<file path="config.mk">
export PLATFORM = sky130hd
export DESIGN_NAME = bp_lookup_stage
export DESIGN_NICKNAME = d
export VERILOG_FILES = /design/src/bp_pkg.sv /design/src/bp_lookup_stage.sv
export SDC_FILE = /design/constraint.sdc
export NUM_CORES = 1
export LEC_CHECK = 0
export BUFFER_PORTS_ARGS = -buffer_cell sky130_fd_sc_hd__buf_2
export CORE_MARGIN = 2
export CORE_UTILIZATION = 25
export CTS_CLUSTER_DIAMETER = 40
export DETAILED_ROUTE_END_ITERATION = 12
export PLACE_DENSITY_LB_ADDON = 0.2
export SETUP_SLACK_MARGIN = 0.02
export SYNTH_ARGS = -nofsm -noshare
export SYNTH_HDL_FRONTEND = slang
export SYNTH_SLANG_ARGS = --single-unit
</file>
<file path="constraint.sdc">
create_clock -name clk_i -period 8.1 [get_ports clk_i]
set_input_delay 0.405 -clock clk_i [delete_from_list [all_inputs] [get_ports clk_i]]
set_output_delay 0.405 -clock clk_i [all_outputs]
set_load 0.01 [all_outputs]
</file>
<file path="src/bp_pkg.sv">
package bp_pkg;

    // Two-bit saturating counter, upper bit means taken
    typedef enum logic [1:0] {
        strong_not_taken = 2'b00,
        weak_not_taken   = 2'b01,
        weak_taken       = 2'b10,
        strong_taken     = 2'b11
    } bp_counter_e;

    // Default geometry
    localparam int PC_W_DEFAULT       = 32;
    localparam int HIST_IDX_W_DEFAULT = 8;   // 256 per-branch histories
    localparam int HIST_W_DEFAULT     = 10;  // 1024 counters
    localparam int BTB_IDX_W_DEFAULT  = 7;   // 128 target entries

endpackage

</file>
<file path="src/bp_lookup_stage.sv">
module bp_lookup_stage import bp_pkg::*; #(
    parameter int PC_W       = PC_W_DEFAULT,
    parameter int HIST_IDX_W = HIST_IDX_W_DEFAULT,
    parameter int HIST_W     = HIST_W_DEFAULT
) (
    input  logic                  clk_i,
    input  logic                  rst_i,

    input  logic                  lookup_valid_i,
    input  logic [PC_W-1:0]       lookup_pc_i,
    output logic                  lookup_ready_o,

    output logic                  pred_valid_o,
    output logic [PC_W-1:0]       pred_pc_o,
    output logic                  pred_taken_o,
    output logic [PC_W-1:0]       pred_target_o,
    input  logic                  pred_ready_i,

    output logic [HIST_IDX_W-1:0] hist_idx_o,
    input  logic [HIST_W-1:0]     hist_i,

    output logic [PC_W-1:0]       btb_pc_o,
    input  logic                  btb_hit_i,
    input  logic [PC_W-1:0]       btb_target_i,

    output logic [HIST_W-1:0]     ctr_idx_o,
    input  logic                  ctr_taken_i
);

    logic              s1_valid_q;
    logic [PC_W-1:0]   s1_pc_q;
    logic [HIST_W-1:0] s1_hist_q;
    logic              s1_hit_q;
    logic [PC_W-1:0]   s1_target_q;

    logic              s2_valid_q;
    logic [PC_W-1:0]   s2_pc_q;
    logic [HIST_W-1:0] s2_hist_q;
    logic              s2_hit_q;
    logic [PC_W-1:0]   s2_target_q;

    logic              s1_accept;
    logic              s2_accept;

    // Accept-ready chain, a stage takes new data when empty or draining
    assign s2_accept      = !s2_valid_q || pred_ready_i;
    assign s1_accept      = !s1_valid_q || s2_accept;
    assign lookup_ready_o = s1_accept;

    // Table reads in the acceptance cycle
    assign hist_idx_o = lookup_pc_i[HIST_IDX_W+1:2];
    assign btb_pc_o   = lookup_pc_i;

    always_ff @(posedge clk_i or negedge rst_i) begin
        if (!rst_i) begin
            s1_valid_q <= 1'b0;
            s2_valid_q <= 1'b0;
        end else begin
            if (s1_accept) s1_valid_q <= lookup_valid_i;
            if (s2_accept) s2_valid_q <= s1_valid_q;
        end
    end

    always_ff @(posedge clk_i) begin
        if (s1_accept && lookup_valid_i) begin
            s1_pc_q     <= lookup_pc_i;
            s1_hist_q   <= hist_i;
            s1_hit_q    <= btb_hit_i;
            s1_target_q <= btb_target_i;
        end
        if (s2_accept && s1_valid_q) begin
            s2_pc_q     <= s1_pc_q;
            s2_hist_q   <= s1_hist_q;
            s2_hit_q    <= s1_hit_q;
            s2_target_q <= s1_target_q;
        end
    end

    assign ctr_idx_o = s2_hist_q;  // Counter read in stage 2

    // Taken needs both a leaning counter and a tag hit
    assign pred_valid_o  = s2_valid_q;
    assign pred_pc_o     = s2_pc_q;
    assign pred_taken_o  = ctr_taken_i && s2_hit_q;
    assign pred_target_o = pred_taken_o ? s2_target_q : s2_pc_q + PC_W'(4);

endmodule

</file>
==> impl_metrics.json <==
{
  "outcome": "finished, final reports clean",
  "fin_tns_setup_ns": 0,
  "synth_edf_count": 150,
  "num-fill-cells": 2359,
  "dp.cells": 829,
  "clk_path_buf_depth": 2,
  "slew_headroom_pct": 26.1,
  "fmax_mhz": 318,
  "via_per_inst": 4.10,
  "cts_root_buffer": "clkbuf_16",
  "cts_tree": "built",
  "crit_path_end_kind": "output port",
  "die_w_um": 157,
  "antenna_found_initial": 0,
  "min_period_over_period_pct": 38.8,
  "setup_ws_ns": 4.95,
  "worstPathRequired_ns": 7.70,
  "setup.worst_path.start_class": "register",
  "post_cts_buffers": 0,
  "async_flop_share_pct": 1.32,
  "setup_viol": 0,
  "final_max_slew_viol_count": 0,
  "clkLatencyLatePin_ns": 0.41,
  "synth_top_area_share_pct": 76.5,
  "synth_nets": 448,
  "num_rows": 56,
  "cts_made_buffers": 17,
  "stdcell_area_mm2": 0.00752,
  "fin_crit_ns": 3.15,
  "syn_area_mm2": 0.00589,
  "cts_sinks": 152,
  "yosys-top-cells-area": "edfxtp_1, buf_4, nor2_1",
  "finalPower_w": 0.00192,
  "port-buffer-count": 196,
  "area_growth_pct": 27.7,
  "p_int_w": 0.00148,
  "hp-class": "in -> reg",
  "hold_violations": 0,
  "nets": 611,
  "first_iter_violations": 195,
  "max_cap_violations": 0,
  "comb_power_share_pct": 8.3,
  "peakVddDrop_mv": 0.115,
  "dieHeight_um": 157,
  "gp_congestion": 0.717,
  "postSynthCellCount": 367,
  "dp_hpwl_um": 9680,
  "drc_errors": 0,
  "firstDrtPassIters": 4,
  "ioPinCount": 197,
  "power_frac_seq_pct": 50.1,
  "die-area_mm2": 0.0248,
  "ys.flop_type": "edfxtp_1",
  "cp.arrival_ns": 2.74,
  "post_drt_wl_per_cell_um": 16.5,
  "p_per_area_mw_per_mm2": 256,
  "grt_pass1_vias": 3454,
  "yosysMostFrequentCell": "edfxtp_1",
  "power.switching_w": 0.000446,
  "holdBufCountCts": 1,
  "placed_area_mm2": 0.00693,
  "p_leak_nw": 2.80,
  "gr-total-overflow": 0,
  "rsz0062_at_grt": "false",
  "synth_seq_cells": 152,
  "clkTransAtPathRegs_ns": 0.07,
  "synth.top_cells.by_count": "edfxtp_1, buf_4, nor2_1, a21oi_1, a31oi_1",
  "postSynthAreaPerCell_um2": 16.0,
  "ant_nets": 0,
  "yosysUniqueCellTypes": 36,
  "vias": 3534,
  "cts_resized": 0,
  "num_antenna_cells": 0,
  "swShare_pct": 23.2,
  "clock_skew_ns": 0.0101,
  "grt_max_degree": 76,
  "layout-drive-gt1-share_pct": 43.6,
  "crit_type": "reg -> out",
  "initial_core_util_pct": 25.2,
  "wirelength_um": 14200,
  "synth-seq-area-share_pct": 77.3,
  "synth_warnings": 0,
  "core_mm2": 0.0233,
  "worst_pin_slew_ns": 1.11,
  "pre_cts_slack_ns": 5.38,
  "grt_first_pass_wirelength_um": 20600,
  "grt_usage_pct": 11.6,
  "final_cells": 862,
  "critPathMaxFanout": 10,
  "synth.largest_area_cell": "edfxtp_1",
  "ctsHtreeMaxLevel": 4,
  "power_frac_clock_pct": 41.6
}
==> worst max-delay path, cell delays in order (launching register included) <==
cell and delay (ns):
edfxtp_1 0.41, ha_1 0.26, nand3_1 0.22, or3_1 0.55
or4_1 0.52, a31oi_1 0.20, buf_2 0.17
==> through the flow <==
| stage | utilization (%) | hold slack [ns] |
|---|---|---|
| floorplan | - | 0.109 |
| global placement | 29.7 | 0.189 |
| detailed placement | 29.7 | 0.195 |
| CTS | 32.2 | 0.142 |
| global route | 32.2 | 0.139 |
| finish | 32.2 | 0.160 |
==> flip-flops by register name, summed over array words and instances (netlist names) <==
signal / flops
s1_valid_q: 1
pred_pc_o: 32
s2_hit_q: 1
s1_target_q: 32
s1_pc_q: 32
s2_target_q: 32
s1_hit_q: 1
ctr_idx_o: 10
s1_hist_q: 10
pred_valid_o: 1
==> cell usage in the layout (no fill, tap or decap), types with 7 or more instances in the layout <==
| cell | instances |
|---|---|
| clkbuf_16 | 17 |
| xnor2_1 | 8 |
| nor2_1 | 28 |
| a21oi_1 | 15 |
| a31oi_1 | 13 |
| nand2_1 | 10 |
| o21ai_0 | 7 |
| edfxtp_1 | 150 |
| buf_2 | 196 |
| nand3_1 | 12 |
| or4_1 | 7 |
==> routing by layer <==
layer / part of all wire (%) / up-vias / GRT usage (%)
met1: 46 / 1690 / 15.8
li1: - / 1692 / -
met4: 0.73 / 0 / 3.46
met5: 0 / - / 0
met3: 6.3 / 9 / 3.41
met2: 47 / 143 / 17.7
==> final cells by class <==
class | instances | area (um^2) | area share (%)
clock buffers | 19 | 433 | 5.76
repair buffers | 197 | 991 | 13.2
multi-input cells | 160 | 983 | 13.1
inverters | 2 | 7.51 | 0.0998
clock inverters | 13 | 153 | 2.03
flip-flops and latches | 152 | 4550 | 60.6
well taps | 319 | 399 | 5.31
==> kinds of logic (layout without fill, tap and decap cells) <==
| logic type | Yosys count | after routing | share of synthesized area (%) |
|---|---|---|---|
| XOR/XNOR | 14 | 14 | 2.08 |
| buffers and inverters | 55 | 231 | 6.10 |
| adder cells (fa/ha/maj) | 1 | 1 | 0.212 |
| multiplexers | 3 | 3 | 0.574 |
| AO/OA/AOI/OAI | 43 | 43 | 4.29 |
| AND/OR/NAND/NOR | 99 | 99 | 9.41 |
| flip-flops | 152 | 152 | 77.3 |
==> path summary, 6_finish.rpt <==
check	cells after the start	slack [ns]	to	startpoint
hold reg to reg	0	0.41	s2_target_q[2]$_DFFE_PP_	s1_target_q[2]$_DFFE_PP_
hold / removal	1	0.16	s1_target_q[20]$_DFFE_PP_	btb_target_i[20]
max in group asynchronous	2	7.70	pred_valid_o$_DFFE_PN0P_	rst_i
setup / recovery	6	4.95	pred_target_o[24]	pred_pc_o[2]$_DFFE_PP_
setup reg to reg	2	6.29	s1_target_q[11]$_DFFE_PP_	s1_valid_q$_DFFE_PN0N_
min in group asynchronous	2	0.30	s1_valid_q$_DFFE_PN0N_	rst_i
==> power groups by stage <==
stage / clock [W] / combinational (W) / sequential (W)
2_1_floorplan: 0 / 0.0000822 / 0.000979
3_3_place_gp: 0 / 0.000165 / 0.000978
3_5_place_dp: 0 / 0.000165 / 0.000980
4_1_cts: 0.000822 / 0.000166 / 0.000964
5_1_grt: 0.000856 / 0.000178 / 0.000969
6_report: 0.000800 / 0.000160 / 0.000963
No activity file was read; power rests on OpenSTA's default activity.
