### config.mk
export PLATFORM = sky130hd
export DESIGN_NAME = bp_update_stage
export DESIGN_NICKNAME = d
export VERILOG_FILES = /design/src/bp_pkg.sv /design/src/bp_update_stage.sv
export SDC_FILE = /design/constraint.sdc
export NUM_CORES = 1
export LEC_CHECK = 0
export ABC_AREA = 1
export BUFFER_PORTS_ARGS = -buffer_cell sky130_fd_sc_hd__buf_4
export CAP_MARGIN = 5
export CORE_ASPECT_RATIO = 0.8
export CORE_MARGIN = 8
export CORE_UTILIZATION = 35
export DETAILED_ROUTE_END_ITERATION = 12
export GPL_TIMING_DRIVEN = 0
export PLACE_DENSITY_LB_ADDON = 0.1
export SLEW_MARGIN = 20
export SYNTH_ARGS = -nofsm -noshare
export SYNTH_HDL_FRONTEND = slang
export SYNTH_SLANG_ARGS = --single-unit
### constraint.sdc
create_clock -name clk_i -period 1.1 [get_ports clk_i]
set_input_delay 0.11 -clock clk_i [delete_from_list [all_inputs] [get_ports clk_i]]
set_output_delay 0.11 -clock clk_i [all_outputs]
set_load 0.02 [all_outputs]
### src/bp_pkg.sv
package bp_pkg;

    // Two-bit saturating counter, upper bit means taken
    typedef enum logic [1:0] {
        strong_not_taken = 2'b00,
        weak_not_taken   = 2'b01,
        weak_taken       = 2'b10,
        strong_taken     = 2'b11
    } bp_counter_e;

    // Default geometry
    localparam int PC_W_DEFAULT       = 32;
    localparam int HIST_IDX_W_DEFAULT = 8;   // 256 per-branch histories
    localparam int HIST_W_DEFAULT     = 10;  // 1024 counters
    localparam int BTB_IDX_W_DEFAULT  = 7;   // 128 target entries

endpackage

### src/bp_update_stage.sv
module bp_update_stage import bp_pkg::*; #(
    parameter int PC_W       = PC_W_DEFAULT,
    parameter int HIST_IDX_W = HIST_IDX_W_DEFAULT,
    parameter int HIST_W     = HIST_W_DEFAULT
) (
    input  logic                  clk_i,
    input  logic                  rst_i,

    input  logic                  resolve_valid_i,
    input  logic [PC_W-1:0]       resolve_pc_i,
    input  logic                  resolve_taken_i,
    input  logic [PC_W-1:0]       resolve_target_i,

    output logic                  wr_en_o,
    output logic [PC_W-1:0]       wr_pc_o,
    output logic [PC_W-1:0]       wr_target_o,
    output logic                  wr_taken_o,

    output logic [HIST_IDX_W-1:0] hist_wr_idx_o,
    output logic [HIST_W-1:0]     ctr_wr_idx_o,
    input  logic [HIST_W-1:0]     old_hist_i
);

    logic            upd_valid_q;
    logic [PC_W-1:0] upd_pc_q;
    logic            upd_taken_q;
    logic [PC_W-1:0] upd_target_q;

    always_ff @(posedge clk_i or negedge rst_i) begin
        if (!rst_i) begin
            upd_valid_q <= 1'b0;
        end else begin
            upd_valid_q <= resolve_valid_i;  // No back-pressure
        end
    end

    always_ff @(posedge clk_i) begin
        if (resolve_valid_i) begin
            upd_pc_q     <= resolve_pc_i;
            upd_taken_q  <= resolve_taken_i;
            upd_target_q <= resolve_target_i;
        end
    end

    // One write strobe for all three tables
    assign wr_en_o       = upd_valid_q;
    assign wr_pc_o       = upd_pc_q;
    assign wr_target_o   = upd_target_q;
    assign wr_taken_o    = upd_taken_q;
    assign hist_wr_idx_o = upd_pc_q[HIST_IDX_W+1:2];

    // Counter trained at the history seen before this outcome
    assign ctr_wr_idx_o = old_hist_i;

endmodule

==> impl_metrics.toml, run 1 <==
[final_layout]
utilization_pct = 71.53
fin_cells = 390
n_antenna_cell = 0
fin_area_um2 = 4207
multi_input_gates = 0
multi_input_comb_area_um2 = 0
drive_above_1_share_pct = 56.31
syn_to_final_growth_pct = 99.17
nets = 382

[floorplanning]
ios = 162
initial_core_util_pct = 35.91
die_x_um = 102.9
die_h_um = 85.48
die_area_um2 = 8792
coreArea_um2 = 5881
placementRows = 25

[synth]
syn_inst = 84
synth_top_area_share_pct = 92.42
synth_nets = 162
synth_edf_count = 65
synthDistinctLibCells = 3
synth_area_um2 = 2112
synth_common_cells = "edfxtp_1, buf_4, dfrtp_1"
synthArstFlopShare_pct = 1.515
yosys-top-cells-area = "edfxtp_1, buf_4, dfrtp_1"
ys_ff_latch = 66
syn_avg_cell_area_um2 = 25.14
yosysMostFrequentCell = "edfxtp_1"
yosys_warnings = 0
synth_top_area_cell = "edfxtp_1"
synth_top_flop_cell = "edfxtp_1"
ys_seq_area_share_pct = 93.60

[worst_setup_path]
worstPathRequired_ns = 0.99
crit_buf_inv = 1
startpoint = "wr_pc_o[6]"
path_class = "register to primary output"
worstSetupEndpointType = "primary output"
critPathCapture = "hist_wr_idx_o[4]"
cp_slowest_cell = "edfxtp_1"
critPathMaxStageDelay_ns = 0.41
crit_family = "flip-flops"
path_depth = 1
arrival_ns = 0.93
worstPathCellList = "buf_4"
crit_fanout = 2
start_kind = "register"

[pwr]
p_leak_nw = 1.817
power_mw = 6.531
ir_drop_mv = 1.489
power-per-cell-area_nw_per_um2 = 1553

[global_routing]
grt_max_degree = 67
grt_overflow_total = 0
track_usage_pct = 15.05
antenna_found_initial = 0
grt_first_pass_wirelength_um = 9528
grt_pass1_vias = 1813

[clocking]
ctsLongestPathBuffers = 2
cts_made_buffers = 9
htree_levels = 3
clock-sinks = 66
cts_tree = "done"
cts-root-buf = "clkbuf_8"
path_clk_slew_ns = 0.07

[drt]
post_drt_wl_per_cell_um = 16.81
via_per_inst = 4.067
drc = 0
num_vias = 1586
drt_first_pass_iters = 3
wl_um = 6554
ant_nets = 0
drtIter0Drc = 85

[job]
maxCapViolations = 0

[placement]
routabilityCongestion = 0.6398
placed_area_um2 = 3347
port_buffers = 151
dp.cells = 316

[sta]
tightest_slew_ns = 0.8108
rsz0062_at_grt = "false"
hold_slack_ns = 0.08829
max_freq_mhz = 963.9
min_period_ns = 1.037
final-setup-viol-count = 0
relSlewSlack_pct = 45.95
period_share_pct = 94.31
hold_violations = 0
drv_slew = 0

[min_path]
hp-class = "input port to async pin"

[run_status]
status = "complete, no violations"
-- what timing repair did --
item | in CTS | in global routing
endpoints found under the setup margin | 8 | 0
resized for setup | 7 | 0
endpoints found under the hold margin | 66 | 0
hold buffers | 66 | 0
setup buffers | 0 | 0
-- where the power goes --
group | internal, mW | leakage, nW | total [mW] | switching (mW)
Clock | 1.49 | 0.112 | 2.34 | 0.851
Combinational | 0.612 | 1.06 | 1.14 | 0.528
Sequential | 2.99 | 0.648 | 3.05 | 0.0647
Total | 5.09 | 1.82 | 6.53 | 1.44
-- metal layers --
metal | track usage [%] | up-vias | part of all wire (%)
met4 | 5.111 | 0 | 0.64
met3 | 10.55 | 4 | 15
li1 | - | 743 | -
met2 | 26.80 | 103 | 53
met5 | 0 | - | 0
met1 | 12.77 | 736 | 31
-- cells in the final DEF, fill, tap and decap left out, drive strengths merged --
cell,n
bufinv,3
clkinv,2
dfrtp,1
dlygate4sd3,66
clkinvlp,1
buf,161
clkbuf,10
edfxtp,65
-- how the worst min path moves through the flow --
stage,cells past startpoint,endpoint,start
final,2,wr_en_o,rst_i
after global routing,2,wr_en_o,rst_i
after CTS,2,wr_en_o,rst_i
after detailed placement,1,wr_en_o,rst_i
after global placement,1,wr_en_o,rst_i
after floorplan,0,wr_en_o,rst_i
-- cell families (layout without fill, tap and decap cells) --
family | count (synthesis) | count (layout) | share of synthesized area (%)
buf+inv | 18 | 243 | 6.398
flops | 66 | 66 | 93.60
-- through the flow --
stage	setup slack [ns]	TNS, ns
4_1_cts	0.04095	0
6_report	0.06254	0
5_1_grt	0.01326	0
3_5_place_dp	-0.05481	-3.423
2_1_floorplan	0.3227	0
3_3_place_gp	-0.05148	-3.159
-- state kept, by name, indices dropped and copies added (netlist names) --
name and count:
wr_pc_o 32, wr_target_o 32, wr_en_o 1, wr_taken_o 1
-- area by class of cell --
| type | count | area (µm²) |
|---|---|---|
| Buffer | 10 | 75.07 |
| Clock inverter | 6 | 105.1 |
| Timing Repair Buffer | 217 | 1821 |
| Tap cell | 81 | 101.3 |
| Clock buffer | 10 | 127.6 |
| Fill cell | 406 | 1674 |
| Sequential cell | 66 | 1977 |
Power figures use the tool's default switching activity.
==> run 2, diff against run 1 <==
- PLACE_DENSITY: default -> 0.72
- PLACE_DENSITY_LB_ADDON: 0.1 -> default
- clock period: 1.1 -> 0.9 ns (I/O delays scaled with it)
==> run 2 against run 1 <==
Effect of this change: the flow now finishes with violations (negative setup slack); via count increased by 11%; setup slack worse by 0.31 ns; core utilization up 5.1 points; combinational power up 44%; global-route usage rose by 3.3 points; routed wire length up 32%; sequential share of layout area shrank 3.1 points; cell count rose by 2.3%; critical path depth rose by 1; sequential cell count stayed put; total power grew 22%; highest routed layer unchanged.
==> impl_metrics.toml, run 2 (same netlist as run 1, synthesis figures left out) <==
[pwr]
combPwrFrac_pct = 20.5
power_mw = 7.983
p_switching_mw = 2.099
p_leak_nw = 1.932
switching_share_pct = 26.29
p_int_mw = 5.884
power-per-cell-area_nw_per_um2 = 1772
power_frac_clock_pct = 31.9
ir_drop_mv = 1.317
seqPwrFrac_pct = 47.6

[clocking]
ctsLongestPathBuffers = 2
path_clk_slew_ns = 0.09
clock-sinks = 66
cts_tree = "done"
cts-root-buf = "clkbuf_8"
htree_levels = 3
cts_made_buffers = 9

[placement]
port_buffers = 151
placed_area_um2 = 3347
routabilityCongestion = 0.7154

[min_path]
hp-class = "input port to async pin"

[worst_setup_path]
start_kind = "register"
arrival_ns = 1.06
path_class = "register to primary output"
worstSetupEndpointType = "primary output"
crit_fanout = 2
worstPathRequired_ns = 0.81

[drt]
drtIter0Drc = 99
post_drt_wl_per_cell_um = 21.70
ant_nets = 0
drt_first_pass_iters = 4
num_vias = 1754
drc = 0
wl_um = 8659
via_per_inst = 4.396

[final_layout]
syn_to_final_growth_pct = 113.3
final_common_cell = "buf_4"
n_antenna_cell = 0
layout_common_cells = "buf_4, buf_6, dlygate4sd3_1"
multi_input_comb_area_um2 = 0
fin_area_um2 = 4504
fill_cells = 333
nets = 391
utilization_pct = 76.60
drive_above_1_share_pct = 58.49
multi_input_gates = 0

[sta]
period_share_pct = 127.8
hold_violations = 0
final-setup-viol-count = 74
rsz0062_at_grt = "true"
drv_slew = 0
finalSetupTns_ns = -7.360
relSlewSlack_pct = 45.95
hold_slack_ns = 0.05918
layout_setup_ws_ns = -0.2498
tightest_slew_ns = 0.8107
max_freq_mhz = 869.7
min_period_ns = 1.150

[global_routing]
grt_util_met2_pct = 33.51
grt_first_pass_wirelength_um = 11640
use_met1_pct = 18.23
globalRouteMet3Util_pct = 9.240
grt_pass1_vias = 1956
top_usage_layer = "met2"
grt_max_degree = 67
antenna_found_initial = 0
track_usage_pct = 18.36
grt_overflow_total = 0

[run_status]
violations = "negative setup slack"
status = "finished, violations left"

[floorplanning]
die_area_um2 = 8792
die_h_um = 85.48
coreArea_um2 = 5881
die_x_um = 102.9
placementRows = 25
initial_core_util_pct = 35.91
ios = 162

[job]
maxCapViolations = 0
## run 2: cell types whose count changed in the layout (fill, tap and decap cells not counted)
cell        change
bufinv_16       -2
buf_6          +70
clkinv_1        -2
buf_4          -61
clkbuf_1        -1
inv_6           +2
clkinv_2        +1
clkinv_4        +1
clkinvlp_4      +1
## run 2: final cells by class
type / count / area [µm²] / area share, %
Timing Repair Buffer: 218 / 2068 / 45.92
Buffer: 18 / 157.7 / 3.500
Clock buffer: 9 / 123.9 / 2.750
Tap cell: 81 / 101.3 / 2.250
Sequential cell: 66 / 1977 / 43.89
Clock inverter: 7 / 76.32 / 1.694
## run 2: metal layers
layer  share of wire, %  wire [µm]
met3                 11        948
met4               0.88         76
met2                 54       4661
met5                  0          0
met1                 34       2972
## run 2: through the flow
stage / worst slack, ns / std cells
6_report: -0.2498 / 399
5_1_grt: -0.2932 / 399
4_1_cts: -0.2308 / 398
3_5_place_dp: -0.2363 / 316
3_3_place_gp: -0.2230 / 316
2_1_floorplan: 0.1427 / 84
## run 2: final timing paths
| kind | startpoint | end | slack [ns] | depth (start not counted) |
|---|---|---|---|---|
| min in group clk_i | resolve_valid_i | wr_en_o | 0.30 | 1 |
| max in group asynchronous | rst_i | wr_en_o | 0.76 | 2 |
| worst min-delay path | rst_i | wr_en_o | 0.06 | 2 |
| worst max-delay path | wr_pc_o[2] | wr_pc_o[2] | -0.25 | 2 |
## run 2: critical path: stages, from the launching register on
cell and delay (ns):
edfxtp_1 0.45, buf_6 0.15, buf_6 0.12
## run 2: what timing repair did
action,CTS,global route
hold endpoints to repair,66,0
gates resized for setup,69,8
setup buffers,0,1
setup endpoints to repair,74,74
hold buffers,66,0
## run 2: power groups by stage
| stage | clock [mW] | sequential, mW | combinational (mW) |
|---|---|---|---|
| floorplan | 0 | 4.10 | 0.141 |
| global placement | 0 | 3.77 | 1.19 |
| detailed placement | 0 | 3.79 | 1.20 |
| CTS | 2.55 | 3.77 | 1.59 |
| global route | 2.76 | 3.82 | 1.70 |
| finish | 2.55 | 3.80 | 1.64 |
